--- src/rtl/greet.mem ---
// glyph index per character, 16 per message, row 0 chars then row 1 chars
// 0 space 1 H 2 E 3 L 4 O 5 W 6 R 7 D
0 // msg 0 row 0 " HELLO  "
1
2
3
3
4
0
0
0 // msg 0 row 1 " WORLD  "
5
4
6
3
7
0
0
0 // msg 1 row 0 "  HOLD  "
0
1
4
3
7
0
0
0 // msg 1 row 1 "  HERO  "
0
1
2
6
4
0
0

--- src/rtl/font.mem ---
// one glyph row per line, 8 rows per glyph, bit 7 is the leftmost pixel
00 // space
00
00
00
00
00
00
00
66 // H
66
66
7E
66
66
66
00
7E // E
60
60
7C
60
60
7E
00
60 // L
60
60
60
60
60
7E
00
3C // O
66
66
66
66
66
3C
00
63 // W
63
63
6B
7F
77
63
00
7C // R
66
66
7C
78
6C
66
00
78 // D
6C
66
66
66
6C
78
00
--- src/rtl/greet_pkg.sv ---
// ========================================
// shared constants and stage structs for the
// greeting display, imported by every stage
// ========================================
`default_nettype none

package greet_pkg;
    // display geometry, 640x480 at 800x525 total
    localparam int CORDW        = 10;
    localparam int H_RES        = 640;
    localparam int V_RES        = 480;
    localparam int H_TOTAL      = 800;
    localparam int V_TOTAL      = 525;
    localparam int H_SYNC_START = 656;
    localparam int H_SYNC_END   = 751;
    localparam int V_SYNC_START = 490;
    localparam int V_SYNC_END   = 491;

    // text layout
    localparam int SLOTS      = 8;   // characters per text row
    localparam int SLOT_X0    = 64;
    localparam int SLOT_PITCH = 64;
    localparam int SCALE      = 8;   // same in x and y
    localparam int ROW_Y0     = 150;
    localparam int ROW_Y1     = 250;

    // roms and message timing
    localparam int GLYPH_H    = 8;
    localparam int GLYPHS     = 8;
    localparam int FONT_W     = 8;   // pixels per glyph row
    localparam int GREET_MSGS = 2;
    localparam int GREET_LEN  = 16;
    localparam int MSG_FRAMES = 2;
    localparam GREET_FILE     = "/design/src/rtl/greet.mem";
    localparam FONT_FILE      = "/design/src/rtl/font.mem";

    localparam int SLOT_W   = $clog2(SLOTS);
    localparam int GIDX_W   = $clog2(GLYPHS);
    localparam int GROW_W   = $clog2(GLYPH_H);
    localparam int GREET_AW = $clog2(GREET_MSGS * GREET_LEN);
    localparam int FONT_AW  = $clog2(GLYPHS * GLYPH_H);
    localparam int MSG_W    = $clog2(GREET_MSGS);
    localparam int FRM_W    = $clog2(MSG_FRAMES);

    // colour stripes, 4 bits per channel
    localparam logic [11:0] COLR_A    = 12'h125;
    localparam logic [11:0] COLR_B    = 12'h421;
    localparam logic [11:0] COLR_STEP = 12'h111;
    localparam int STRIPE_A0    = 150;
    localparam int STRIPE_B0    = 178;
    localparam int STRIPE_A1    = 250;
    localparam int STRIPE_B1    = 278;
    localparam int STRIPE_LINES = 3;
    localparam int STRIPE_CW    = $clog2(STRIPE_LINES);

    typedef struct packed {
        logic [CORDW-1:0] sx;
        logic [CORDW-1:0] sy;
        logic             hsync;  // active low
        logic             vsync;  // active low
        logic             de;
    } scan_t;

    typedef struct packed {
        logic              valid;
        logic [SLOT_W-1:0] slot;
        logic [GIDX_W-1:0] glyph;
        logic [GROW_W-1:0] row;
        logic              blank;  // no text on this line
    } char_req_t;

    typedef struct packed {
        logic              valid;
        logic [SLOT_W-1:0] slot;
        logic [FONT_W-1:0] bits;  // bit 7 is leftmost
    } glyph_row_t;

    typedef struct packed {
        logic       hsync;
        logic       vsync;
        logic       de;
        logic [3:0] r;
        logic [3:0] g;
        logic [3:0] b;
    } video_t;
endpackage

`default_nettype wire

--- src/rtl/display_timing.sv ---
// ========================================
// 640x480 display timing, drives the scan
// position and syncs into the pipeline
// ========================================
`timescale 1ns/1ps
`default_nettype none

module display_timing import greet_pkg::*; (
    input  wire logic clk_pix,
    input  wire logic rst_n,
    output scan_t     scan
);

    logic [CORDW-1:0] sx;
    logic [CORDW-1:0] sy;

    always_ff @(posedge clk_pix) begin
        if (!rst_n) begin
            sx <= '0;
            sy <= '0;
        end else if (sx == CORDW'(H_TOTAL - 1)) begin  // end of line
            sx <= '0;
            sy <= (sy == CORDW'(V_TOTAL - 1)) ? '0 : sy + 1'b1;
        end else begin
            sx <= sx + 1'b1;
        end
    end

    // syncs and enable straight from the counters
    always_comb begin
        scan.sx    = sx;
        scan.sy    = sy;
        scan.hsync = ~(sx >= CORDW'(H_SYNC_START) && sx <= CORDW'(H_SYNC_END));
        scan.vsync = ~(sy >= CORDW'(V_SYNC_START) && sy <= CORDW'(V_SYNC_END));
        scan.de    = (sx < CORDW'(H_RES)) && (sy < CORDW'(V_RES));
    end

endmodule

`default_nettype wire

--- src/rtl/text_fetch.sv ---
// ========================================
// picks the greeting and reads its glyph
// indices in hblank, one request per slot
// ========================================
`timescale 1ns/1ps
`default_nettype none

module text_fetch import greet_pkg::*; (
    input  wire logic  clk_pix,
    input  wire logic  rst_n,
    input  wire scan_t scan,
    output char_req_t  req
);

    logic [GIDX_W-1:0]   msg_rom [GREET_MSGS * GREET_LEN];
    logic [FRM_W-1:0]    frm_cnt;
    logic [MSG_W-1:0]    msg;
    logic [CORDW-1:0]    nline;  // line being prepared
    logic [CORDW-1:0]    rel;
    logic                in_r0;
    logic                in_r1;
    logic                fetch;
    logic [SLOT_W-1:0]   fslot;
    logic [GREET_AW-1:0] addr;

    initial $readmemh(GREET_FILE, msg_rom);

    // message selector, steps at start of vblank
    always_ff @(posedge clk_pix) begin
        if (!rst_n) begin
            frm_cnt <= '0;
            msg     <= '0;
        end else if (scan.sx == '0 && scan.sy == CORDW'(V_RES)) begin
            if (frm_cnt == FRM_W'(MSG_FRAMES - 1)) begin
                frm_cnt <= '0;
                msg     <= (msg == MSG_W'(GREET_MSGS - 1)) ? '0 : msg + 1'b1;
            end else begin
                frm_cnt <= frm_cnt + 1'b1;
            end
        end
    end

    always_comb begin
        nline = (scan.sy == CORDW'(V_TOTAL - 1)) ? '0 : scan.sy + 1'b1;
        in_r0 = nline >= CORDW'(ROW_Y0) && nline < CORDW'(ROW_Y0 + GLYPH_H * SCALE);
        in_r1 = nline >= CORDW'(ROW_Y1) && nline < CORDW'(ROW_Y1 + GLYPH_H * SCALE);
        rel   = in_r1 ? nline - CORDW'(ROW_Y1) : nline - CORDW'(ROW_Y0);
        fetch = scan.sx >= CORDW'(H_RES) && scan.sx < CORDW'(H_RES + SLOTS);
        fslot = SLOT_W'(scan.sx - CORDW'(H_RES));
        addr  = GREET_AW'(msg) * GREET_AW'(GREET_LEN) + GREET_AW'(fslot)
              + (in_r1 ? GREET_AW'(SLOTS) : '0);  // second half for row 1
    end

    always_ff @(posedge clk_pix) begin
        if (!rst_n) req.valid <= 1'b0;
        else        req.valid <= fetch;
    end

    // rom read and request payload
    always_ff @(posedge clk_pix) begin
        req.glyph <= msg_rom[addr];
        req.slot  <= fslot;
        req.row   <= GROW_W'(rel / CORDW'(SCALE));
        req.blank <= ~(in_r0 | in_r1);
    end

endmodule

`default_nettype wire

--- src/rtl/glyph_fetch.sv ---
// ========================================
// font rom reader, turns character requests
// into glyph row bits one cycle later
// ========================================
`timescale 1ns/1ps
`default_nettype none

module glyph_fetch import greet_pkg::*; (
    input  wire logic      clk_pix,
    input  wire logic      rst_n,
    input  wire char_req_t req,
    output glyph_row_t     row
);

    logic [FONT_W-1:0]  font_rom [GLYPHS * GLYPH_H];
    logic [FONT_AW-1:0] addr;

    initial $readmemh(FONT_FILE, font_rom);

    // eight rows per glyph
    always_comb begin
        addr = FONT_AW'(req.glyph) * FONT_AW'(GLYPH_H) + FONT_AW'(req.row);
    end

    always_ff @(posedge clk_pix) begin
        if (!rst_n) row.valid <= 1'b0;
        else        row.valid <= req.valid;
    end

    // slot rides along with the read
    always_ff @(posedge clk_pix) begin
        row.slot <= req.slot;
        if (req.blank) begin
            row.bits <= '0;  // nothing drawn on this line
        end else begin
            row.bits <= font_rom[addr];
        end
    end

endmodule

`default_nettype wire

--- src/rtl/glyph_draw.sv ---
// ========================================
// holds a line of glyph rows and scales them
// 8x across into one pixel-on bit
// ========================================
`timescale 1ns/1ps
`default_nettype none

module glyph_draw import greet_pkg::*; (
    input  wire logic       clk_pix,
    input  wire logic       rst_n,
    input  wire scan_t      scan,
    input  wire glyph_row_t row,
    output scan_t           scan_d,
    output logic            pix_on
);

    logic [FONT_W-1:0] pend [SLOTS];  // filled during hblank
    logic [FONT_W-1:0] disp [SLOTS];  // shown on the current line
    logic [CORDW-1:0]  offs;
    logic [SLOT_W-1:0] slot;
    logic [2:0]        col;
    logic              in_band;

    always_ff @(posedge clk_pix) begin
        if (row.valid) pend[row.slot] <= row.bits;
    end

    always_ff @(posedge clk_pix) begin
        if (!rst_n)              disp <= '{default: '0};
        else if (scan.sx == '0) disp <= pend;  // swap at line start
    end

    always_comb begin
        offs    = scan.sx - CORDW'(SLOT_X0);
        slot    = SLOT_W'(offs / CORDW'(SLOT_PITCH));
        col     = 3'((offs % CORDW'(SLOT_PITCH)) / CORDW'(SCALE));
        in_band = scan.sx >= CORDW'(SLOT_X0)
               && scan.sx < CORDW'(SLOT_X0 + SLOTS * SLOT_PITCH);
    end

    always_ff @(posedge clk_pix) begin
        if (!rst_n) begin
            scan_d <= '{sx: '0, sy: '0, hsync: 1'b1, vsync: 1'b1, de: 1'b0};
            pix_on <= 1'b0;
        end else begin
            scan_d <= scan;
            pix_on <= in_band && disp[slot][3'(FONT_W - 1) - col];  // msb leftmost
        end
    end

endmodule

`default_nettype wire

--- src/rtl/colour_mix.sv ---
// ========================================
// stepped stripe colour for lit pixels and
// the registered video output
// ========================================
`timescale 1ns/1ps
`default_nettype none

module colour_mix import greet_pkg::*; (
    input  wire logic  clk_pix,
    input  wire logic  rst_n,
    input  wire scan_t scan_d,
    input  wire logic  pix_on,
    output video_t     vid
);

    logic [11:0]          colr;
    logic [STRIPE_CW-1:0] cnt_line;
    logic                 load_a;
    logic                 load_b;

    always_comb begin
        load_a = scan_d.sy == CORDW'(STRIPE_A0) || scan_d.sy == CORDW'(STRIPE_A1);
        load_b = scan_d.sy == CORDW'(STRIPE_B0) || scan_d.sy == CORDW'(STRIPE_B1);
    end

    // colour steps once per STRIPE_LINES lines
    always_ff @(posedge clk_pix) begin
        if (!rst_n) begin
            colr     <= COLR_A;
            cnt_line <= '0;
        end else if (scan_d.sx == '0) begin
            if (load_a || load_b) begin
                colr     <= load_a ? COLR_A : COLR_B;
                cnt_line <= '0;
            end else if (cnt_line == STRIPE_CW'(STRIPE_LINES - 1)) begin
                colr     <= colr + COLR_STEP;  // wraps at 12 bits
                cnt_line <= '0;
            end else begin
                cnt_line <= cnt_line + 1'b1;
            end
        end
    end

    always_ff @(posedge clk_pix) begin
        if (!rst_n) begin
            vid <= '{hsync: 1'b1, vsync: 1'b1, de: 1'b0, r: '0, g: '0, b: '0};
        end else begin
            vid.hsync <= scan_d.hsync;
            vid.vsync <= scan_d.vsync;
            vid.de    <= scan_d.de;
            {vid.r, vid.g, vid.b} <= (scan_d.de && pix_on) ? colr : 12'h000;
        end
    end

endmodule

`default_nettype wire

--- src/rtl/greet_top.sv ---
// ========================================
// greeting display top, runs on clk_pix
// and drives 12-bit video out
// ========================================
`timescale 1ns/1ps
`default_nettype none

module greet_top import greet_pkg::*; (
    input  wire logic clk_pix,
    input  wire logic rst_n,
    output video_t    vid
);

    scan_t      scan;
    scan_t      scan_d;  // one cycle behind scan
    char_req_t  req;
    glyph_row_t row;
    logic       pix_on;

    display_timing u_timing (.clk_pix, .rst_n, .scan);

    text_fetch u_text (.clk_pix, .rst_n, .scan, .req);

    glyph_fetch u_glyph (.clk_pix, .rst_n, .req, .row);

    glyph_draw u_draw (.clk_pix, .rst_n, .scan, .row, .scan_d, .pix_on);

    colour_mix u_colour (.clk_pix, .rst_n, .scan_d, .pix_on, .vid);

endmodule

`default_nettype wire

--- config.mk ---
export PLATFORM = sky130hd
export DESIGN_NAME = greet_top
export DESIGN_NICKNAME = d
export VERILOG_FILES = /design/src/rtl/greet_pkg.sv /design/src/rtl/display_timing.sv /design/src/rtl/text_fetch.sv /design/src/rtl/glyph_fetch.sv /design/src/rtl/glyph_draw.sv /design/src/rtl/colour_mix.sv /design/src/rtl/greet_top.sv
export SDC_FILE = /design/constraint.sdc
export NUM_CORES = 1
export LEC_CHECK = 0
export BUFFER_PORTS_ARGS = -buffer_cell sky130_fd_sc_hd__buf_2
export CORE_AREA = 2 2 190 192
export CTS_BUF_LIST = sky130_fd_sc_hd__clkbuf_4 sky130_fd_sc_hd__clkbuf_8
export DETAILED_ROUTE_END_ITERATION = 12
export DIE_AREA = 0 0 192 194
export GPL_TIMING_DRIVEN = 0
export PLACE_DENSITY_LB_ADDON = 0.08
export REMOVE_ABC_BUFFERS = 1
export SLEW_MARGIN = 0
export SYNTH_ARGS = -nofsm -noshare
export SYNTH_HDL_FRONTEND = slang
export SYNTH_SLANG_ARGS = --single-unit
--- constraint.sdc ---
create_clock -name clk_pix -period 3 [get_ports clk_pix]
set_clock_uncertainty 0.05 [all_clocks]
set_input_delay 0.15 -clock clk_pix [delete_from_list [all_inputs] [get_ports clk_pix]]
set_output_delay 0.15 -clock clk_pix [all_outputs]
set_load 0.01 [all_outputs]
==> impl_metrics.yaml, run 1 <==
outcome:
  status: "finished, final reports clean"
sta:
  drv_slew: 0
  fmax_ghz: 0.357
  hold_violations: 0
  rsz0062_at_grt: "no"
  finalCritPeriodShare: 0.935
  period_minus_slack_ns: 2.80
  worst_pin_slew_ns: 1.09
  setup_viol_count_final: 0
  relSlewSlack: 0.269
clock_network:
  clock_latency_ns: 0.53
  clockBufferDepth: 3
  cts.clk_slew.worst_paths_ns: 0.06
  cts.sinks: 209
  cts_tree: "yes"
  holdBufCountCts: 0
  cts-root-buf: "clkbuf_8"
  numCtsBuffers: 40
  cts_max_level: 2
placed_design:
  gp_congestion: 0.713
  numPortBuffers: 16
  dp_cells: 1217
  dp_hpwl_mm: 11.5
  placed_cell_area_um2: 8960
grt:
  grt_overflow_total: 0
  antenna_found_initial: 2
  grt_pass1_vias: 5650
  grt_max_degree: 65
  grtUsageTotal: 0.107
  grt_pass1_wl_mm: 31.2
detailed_routing:
  ant_nets: 0
  drc: 0
  drt-pass1-iter-count: 6
  vias: 5510
  wl_per_cell_um: 15.1
  viasPerCell: 4.26
  first_iter_violations: 280
  wl_mm: 19.5
floorplan:
  dieHeight_um: 194
  die-area_um2: 37200
  io_pins: 17
  start_util: 0.237
  std_cell_rows: 69
  die_x_um: 192
  coreArea_um2: 35200
critical_path:
  crit_top_cell: "mux4_2"
  crit_arrival_ns: 3.13
  critPathKind: "flip-flop to flip-flop"
  rrSetupSlack_ns: 0.20
  crit_path_end_kind: "flip-flop"
  cp_slowest_cell: "dfxtp_4"
  critPathRequiredTime_ns: 3.33
  crit_chain: "inv_1 -> ha_4 -> mux4_2 -> mux4_2 -> a22oi_1 -> nand2_1"
  critPathMaxFanout: 23
  critical_path.max_stage_delay_ns: 0.63
  worstSetupStartpointType: "flip-flop"
synth:
  synth-warning-count: 0
  ys_seq_elements: 209
  synth.area.top_cells: "dfxtp_1 (35%), edfxtp_1 (23%), nand2_1 (6.6%), a21boi_0 (5.8%), and2_1 (5.1%)"
  ys_seq_area_frac: 0.578
  async_flop_share: 0
  synth_cell_types: 53
  synth_enable_flop_cells: 64
  synth.largest_area_cell: "dfxtp_1"
  synth.most_common_cell: "nand2_1"
  postSynthCellCount: 772
  ys_top_cells_by_count: "nand2_1 (146), dfxtp_1 (145), and2_1 (68)"
  netlist_area_um2: 8350
  syn_area_per_cell_um2: 10.8
  synth_flop_cell: "dfxtp_1"
  synth_top_area_share: 0.348
power_and_ir_drop:
  vdd_drop_max_uv: 271
  powerDensity_nw_per_um2: 649
  leakagePower_nw: 3.59
final_layout:
  num_antenna_cells: 0
  final_nets: 814
  drive_gt1_frac: 0.150
  final_cells: 1294
  syn2layout_area_growth_pct: 19.3
  fillers: 3676
  stdcell_area_um2: 9960
job:
  drv_cap: 0
min_path:
  hold_class: "input port to flip-flop"
-- routing by layer --
| layer | part of all wire | global-route usage | vias to the layer above |
|---|---|---|---|
| met3 | 0.041 | 0.0217 | 42 |
| met1 | 0.49 | 0.145 | 2652 |
| met2 | 0.45 | 0.168 | 105 |
| met5 | 0 | 0 | - |
| li1 | - | - | 2711 |
| met4 | 0.026 | 0.0407 | 0 |
-- cells by family after synthesis --
group | share of synthesized area
and+or+nand+nor | 0.215
DFF | 0.578
AOI/OAI and AO/OA | 0.0911
buffers and inverters | 0.0235
xor gates and xnor gates | 0.0264
muxes | 0.0511
adders and majority gates | 0.0150
-- what timing repair did --
item                                    CTS  global route
setup buffers                             4             0
hold endpoints to repair                  0             0
endpoints found under the setup margin   27            26
gates resized for setup                   3             1
-- worst max-delay path: cells and delay by family, from the launching register on --
| kind | cells | cell delay, ns |
|---|---|---|
| DFF | 1 | 0.63 |
| AOI/OAI and AO/OA | 1 | 0.21 |
| and+or+nand+nor | 1 | 0.15 |
| muxes | 2 | 0.89 |
| adders and majority gates | 1 | 0.52 |
| buffers and inverters | 1 | 0.19 |
-- final timing paths --
kind                        from        endpoint  cells past startpoint
setup / recovery  u_timing.sx[6]   u_draw.pix_on                      6
hold / removal             rst_n  u_draw.disp[6]                      2
hold reg to reg    u_text.req[7]  u_glyph.row[8]                      0
setup reg to reg  u_timing.sx[6]   u_draw.pix_on                      6
-- power breakdown --
group	internal [mW]	switching, mW
Combinational	0.0786	0.189
Sequential	2.95	0.0371
Clock	1.97	1.24
-- per-stage QoR --
stage	setup slack [ns]	util	setup TNS, ns	hold WS, ns	power [mW]
floorplan	-0.0867	-	-5.55	0.173	3.19
global placement	-1.76	0.251	-124.39	0.271	3.31
detailed placement	-0.676	0.254	-4.16	0.265	3.32
CTS	0.0765	0.283	0	0.0726	6.61
global route	0.00733	0.283	0	0.0950	6.75
finish	0.195	0.283	0	0.0840	6.46
-- sequential cells by signal, summed over array words and instances, names as in the netlist --
name               count
u_colour.vid          15
u_glyph.row            4
u_timing.sx           10
u_colour.cnt_line      2
u_draw.scan_d         23
u_draw.pix_on          1
u_timing.sy           10
u_text.req             4
u_draw.pend           64
u_colour.colr         12
u_draw.disp           64
-- area by class of cell --
cell class / instances / area [um^2] / share of cell area
Clock inverter: 5 / 80.1 / 0.00804
Tap cell: 461 / 577 / 0.0579
Multi-Input combinational cell: 516 / 3380 / 0.339
Clock buffer: 68 / 861 / 0.0864
Inverter: 12 / 45.0 / 0.00452
Timing Repair Buffer: 23 / 193 / 0.0193
Sequential cell: 209 / 4830 / 0.485
-- cell usage in the layout, fill, tap and decap left out, types with 3 or more instances in the layout --
master / count
dfxtp_1: 143
and3_1: 4
edfxtp_1: 64
buf_2: 15
buf_4: 4
nor2_1: 34
a22oi_1: 3
mux4_2: 16
nor3_1: 7
xnor2_1: 11
nand3b_1: 8
nand4_1: 4
nor4bb_1: 3
mux2i_1: 4
nand3_1: 9
nand2_1: 146
and2_1: 68
xor2_1: 11
inv_1: 12
nor2b_1: 39
buf_12: 3
nand2b_1: 4
nor3b_1: 5
ha_1: 9
clkbuf_4: 12
a21oi_1: 10
nor4_1: 4
a31oi_1: 6
or3_1: 5
clkbuf_8: 56
a21boi_0: 65
o21ai_0: 10
No activity file was read; power rests on OpenSTA's default activity.
==> run 2, diff against run 1 <==
--- a/config.mk
+++ b/config.mk
@@ -5,11 +5,12 @@
 export SDC_FILE = /design/constraint.sdc
 export NUM_CORES = 1
 export LEC_CHECK = 0
+export ABC_AREA = 1
 export BUFFER_PORTS_ARGS = -buffer_cell sky130_fd_sc_hd__buf_2
-export CORE_AREA = 2 2 190 192
+export CORE_AREA = 2 2 146 148
 export CTS_BUF_LIST = sky130_fd_sc_hd__clkbuf_4 sky130_fd_sc_hd__clkbuf_8
 export DETAILED_ROUTE_END_ITERATION = 12
-export DIE_AREA = 0 0 192 194
+export DIE_AREA = 0 0 148 150
 export GPL_TIMING_DRIVEN = 0
 export PLACE_DENSITY_LB_ADDON = 0.08
 export REMOVE_ABC_BUFFERS = 1
==> run 2 against run 1 <==
Compared with the run above: largest power group is now registers; combinational power increased by 71%; sequential share of layout area increased by 0.42 points; sequential power rose by 4%; highest routed layer unchanged; worst setup slack better by 0.16 ns.
==> impl_metrics.yaml, run 2 <==
outcome:
  status: "finished, final reports clean"
synth:
  ys_seq_elements: 209
  synth_top_area_share: 0.330
  async_flop_share: 0
  synth.area.top_cells: "dfxtp_1 (33%), edfxtp_1 (22%), nand2_1 (10%), nor2_1 (7.3%), inv_1 (6.2%)"
  netlist_area_um2: 8790
  synth_cell_types: 41
  synth-warning-count: 0
  synth.largest_area_cell: "dfxtp_1"
  synth_flop_cell: "dfxtp_1"
  syn_area_per_cell_um2: 8.17
  postSynthCellCount: 1076
  ys_seq_area_frac: 0.549
  ys_top_cells_by_count: "nand2_1 (241), nor2_1 (172), dfxtp_1 (145), inv_1 (145), nand3_1 (73)"
  synth.most_common_cell: "nand2_1"
  synth_enable_flop_cells: 64
clock_network:
  numCtsBuffers: 37
  cts.clk_slew.worst_paths_ns: 0.06
  holdBufCountCts: 0
  cts_max_level: 2
  clockBufferDepth: 3
  cts.sinks: 209
  cts-root-buf: "clkbuf_8"
  clock_latency_ns: 0.51
  cts_tree: "yes"
critical_path:
  critical_path.max_stage_delay_ns: 0.63
  critPathMaxFanout: 36
  worstSetupStartpointType: "flip-flop"
  crit_chain: "inv_6 -> ha_4 -> nand3_1 -> nor2_4 -> buf_12 -> o21ai_1 -> a21oi_1"
  crit_arrival_ns: 3.03
  crit_path_end_kind: "flip-flop"
  cp_slowest_cell: "nor2_4"
  critPathRequiredTime_ns: 3.39
  critPathKind: "flip-flop to flip-flop"
final_layout:
  utilization: 0.477
  syn2layout_area_growth_pct: 12.4
  drive_gt1_frac: 0.115
  final_nets: 1112
  largest_registers: "u_draw.disp x64, u_draw.pend x64, u_draw.scan_d x23"
  layout_commonest_cell: "nand2_1"
  num_antenna_cells: 0
  seq_area_um2: 4830
  fillers: 2128
  multi_input_area_um2: 3220
  layout_common_cells: "nand2_1 (241), nor2_1 (172), inv_1 (144), dfxtp_1 (143), nand3_1 (73)"
detailed_routing:
  drc: 0
  vias: 6637
  viasPerCell: 4.73
  wl_mm: 19.3
  ant_nets: 0
  drt-pass1-iter-count: 4
  wl_per_cell_um: 13.7
  first_iter_violations: 331
grt:
  grt_pass1_wl_mm: 31.3
  grt_overflow_total: 0
  grtUsageTotal: 0.174
  grt_pass1_vias: 6213
  antenna_found_initial: 0
  grt_max_degree: 95
job:
  drv_cap: 0
sta:
  period_minus_slack_ns: 2.64
  setup_viol_count_final: 0
  drv_slew: 0
  fmax_ghz: 0.379
  finalCritPeriodShare: 0.880
  relSlewSlack: 0.201
  rsz0062_at_grt: "no"
  hold_violations: 0
  worst_pin_slew_ns: 1.19
  whs_ns: 0.175
power_and_ir_drop:
  netSwitchingFraction: 0.246
  power.switching_mw: 1.51
  p_comb_frac: 0.075
  p_int_mw: 4.62
  powerDensity_nw_per_um2: 620
  seq_power_share: 0.505
  leakagePower_nw: 4.48
  vdd_drop_max_uv: 326
  finalPower_mw: 6.12
  clockPowerShare: 0.420
floorplan:
  die_x_um: 148
  dieHeight_um: 150
  std_cell_rows: 53
  die-area_um2: 22200
  io_pins: 17
  start_util: 0.425
  coreArea_um2: 20700
placed_design:
  gp_congestion: 0.784
  numPortBuffers: 16
  dp_hpwl_mm: 11.2
min_path:
  hold_class: "input port to flip-flop"
-- run 2: final timing paths --
kind | start | endpoint | slack (ns) | depth (start not counted)
max | u_timing.sx[6] | u_draw.disp[57] | 0.36 | 7
min | rst_n | u_colour.colr[5] | 0.17 | 2
max reg2reg | u_timing.sx[6] | u_draw.disp[57] | 0.36 | 7
min reg2reg | u_text.req[7] | u_glyph.row[8] | 0.27 | 0
-- run 2: per-stage QoR --
step	setup TNS, ns	area (um^2)	std cells	worst slack, ns
floorplan	0	8580	1040	0.0620
global placement	-85.35	9010	1331	-1.59
detailed placement	-33.50	9040	1332	-0.819
CTS	0	9810	1401	0.0933
global route	0	9880	1404	0.150
finish	0	9880	1404	0.360
-- run 2: logic make-up after synthesis --
group / count (synthesis) / share of synthesized area
and+or+nand+nor: 525 / 0.251
DFF: 209 / 0.549
buffers and inverters: 189 / 0.0888
AOI/OAI and AO/OA: 134 / 0.0883
adders and majority gates: 10 / 0.0142
xor gates and xnor gates: 9 / 0.00897
-- run 2: cell type report --
type / instances / area share
clock buffers: 55 / 0.0690
repair buffers: 19 / 0.0160
multi-input cells: 680 / 0.326
flip-flops and latches: 209 / 0.489
well taps: 275 / 0.0348
clock inverters: 13 / 0.00583
inverters: 153 / 0.0594
-- run 2: power groups by stage --
stage               clock network (mW)  logic (mW)  registers [mW]
finish                            2.57       0.459            3.09
global route                      2.80       0.528            3.10
CTS                               2.67       0.451            3.09
detailed placement                   0       0.435            3.15
global placement                     0       0.434            3.15
floorplan                            0       0.320            3.13
-- run 2: critical path, delay by kind of cell, from the launching register on --
family | cells | cell delay, ns
AOI/OAI and AO/OA | 2 | 0.23
adders and majority gates | 1 | 0.20
buffers and inverters | 2 | 0.57
DFF | 1 | 0.44
and+or+nand+nor | 2 | 1.04
-- run 2: layer usage --
layer / track usage / share of wire
met5: 0 / 0
met4: 0.0552 / 0.023
met1: 0.235 / 0.48
met3: 0.0296 / 0.038
met2: 0.287 / 0.46
-- run 2: timing repair --
item | 4_1_cts | 5_1_grt
setup endpoints to repair | 70 | 9
gates resized for setup | 5 | 1
gates cloned | 1 | 1
setup buffers | 0 | 1
pin swaps | 1 | 1
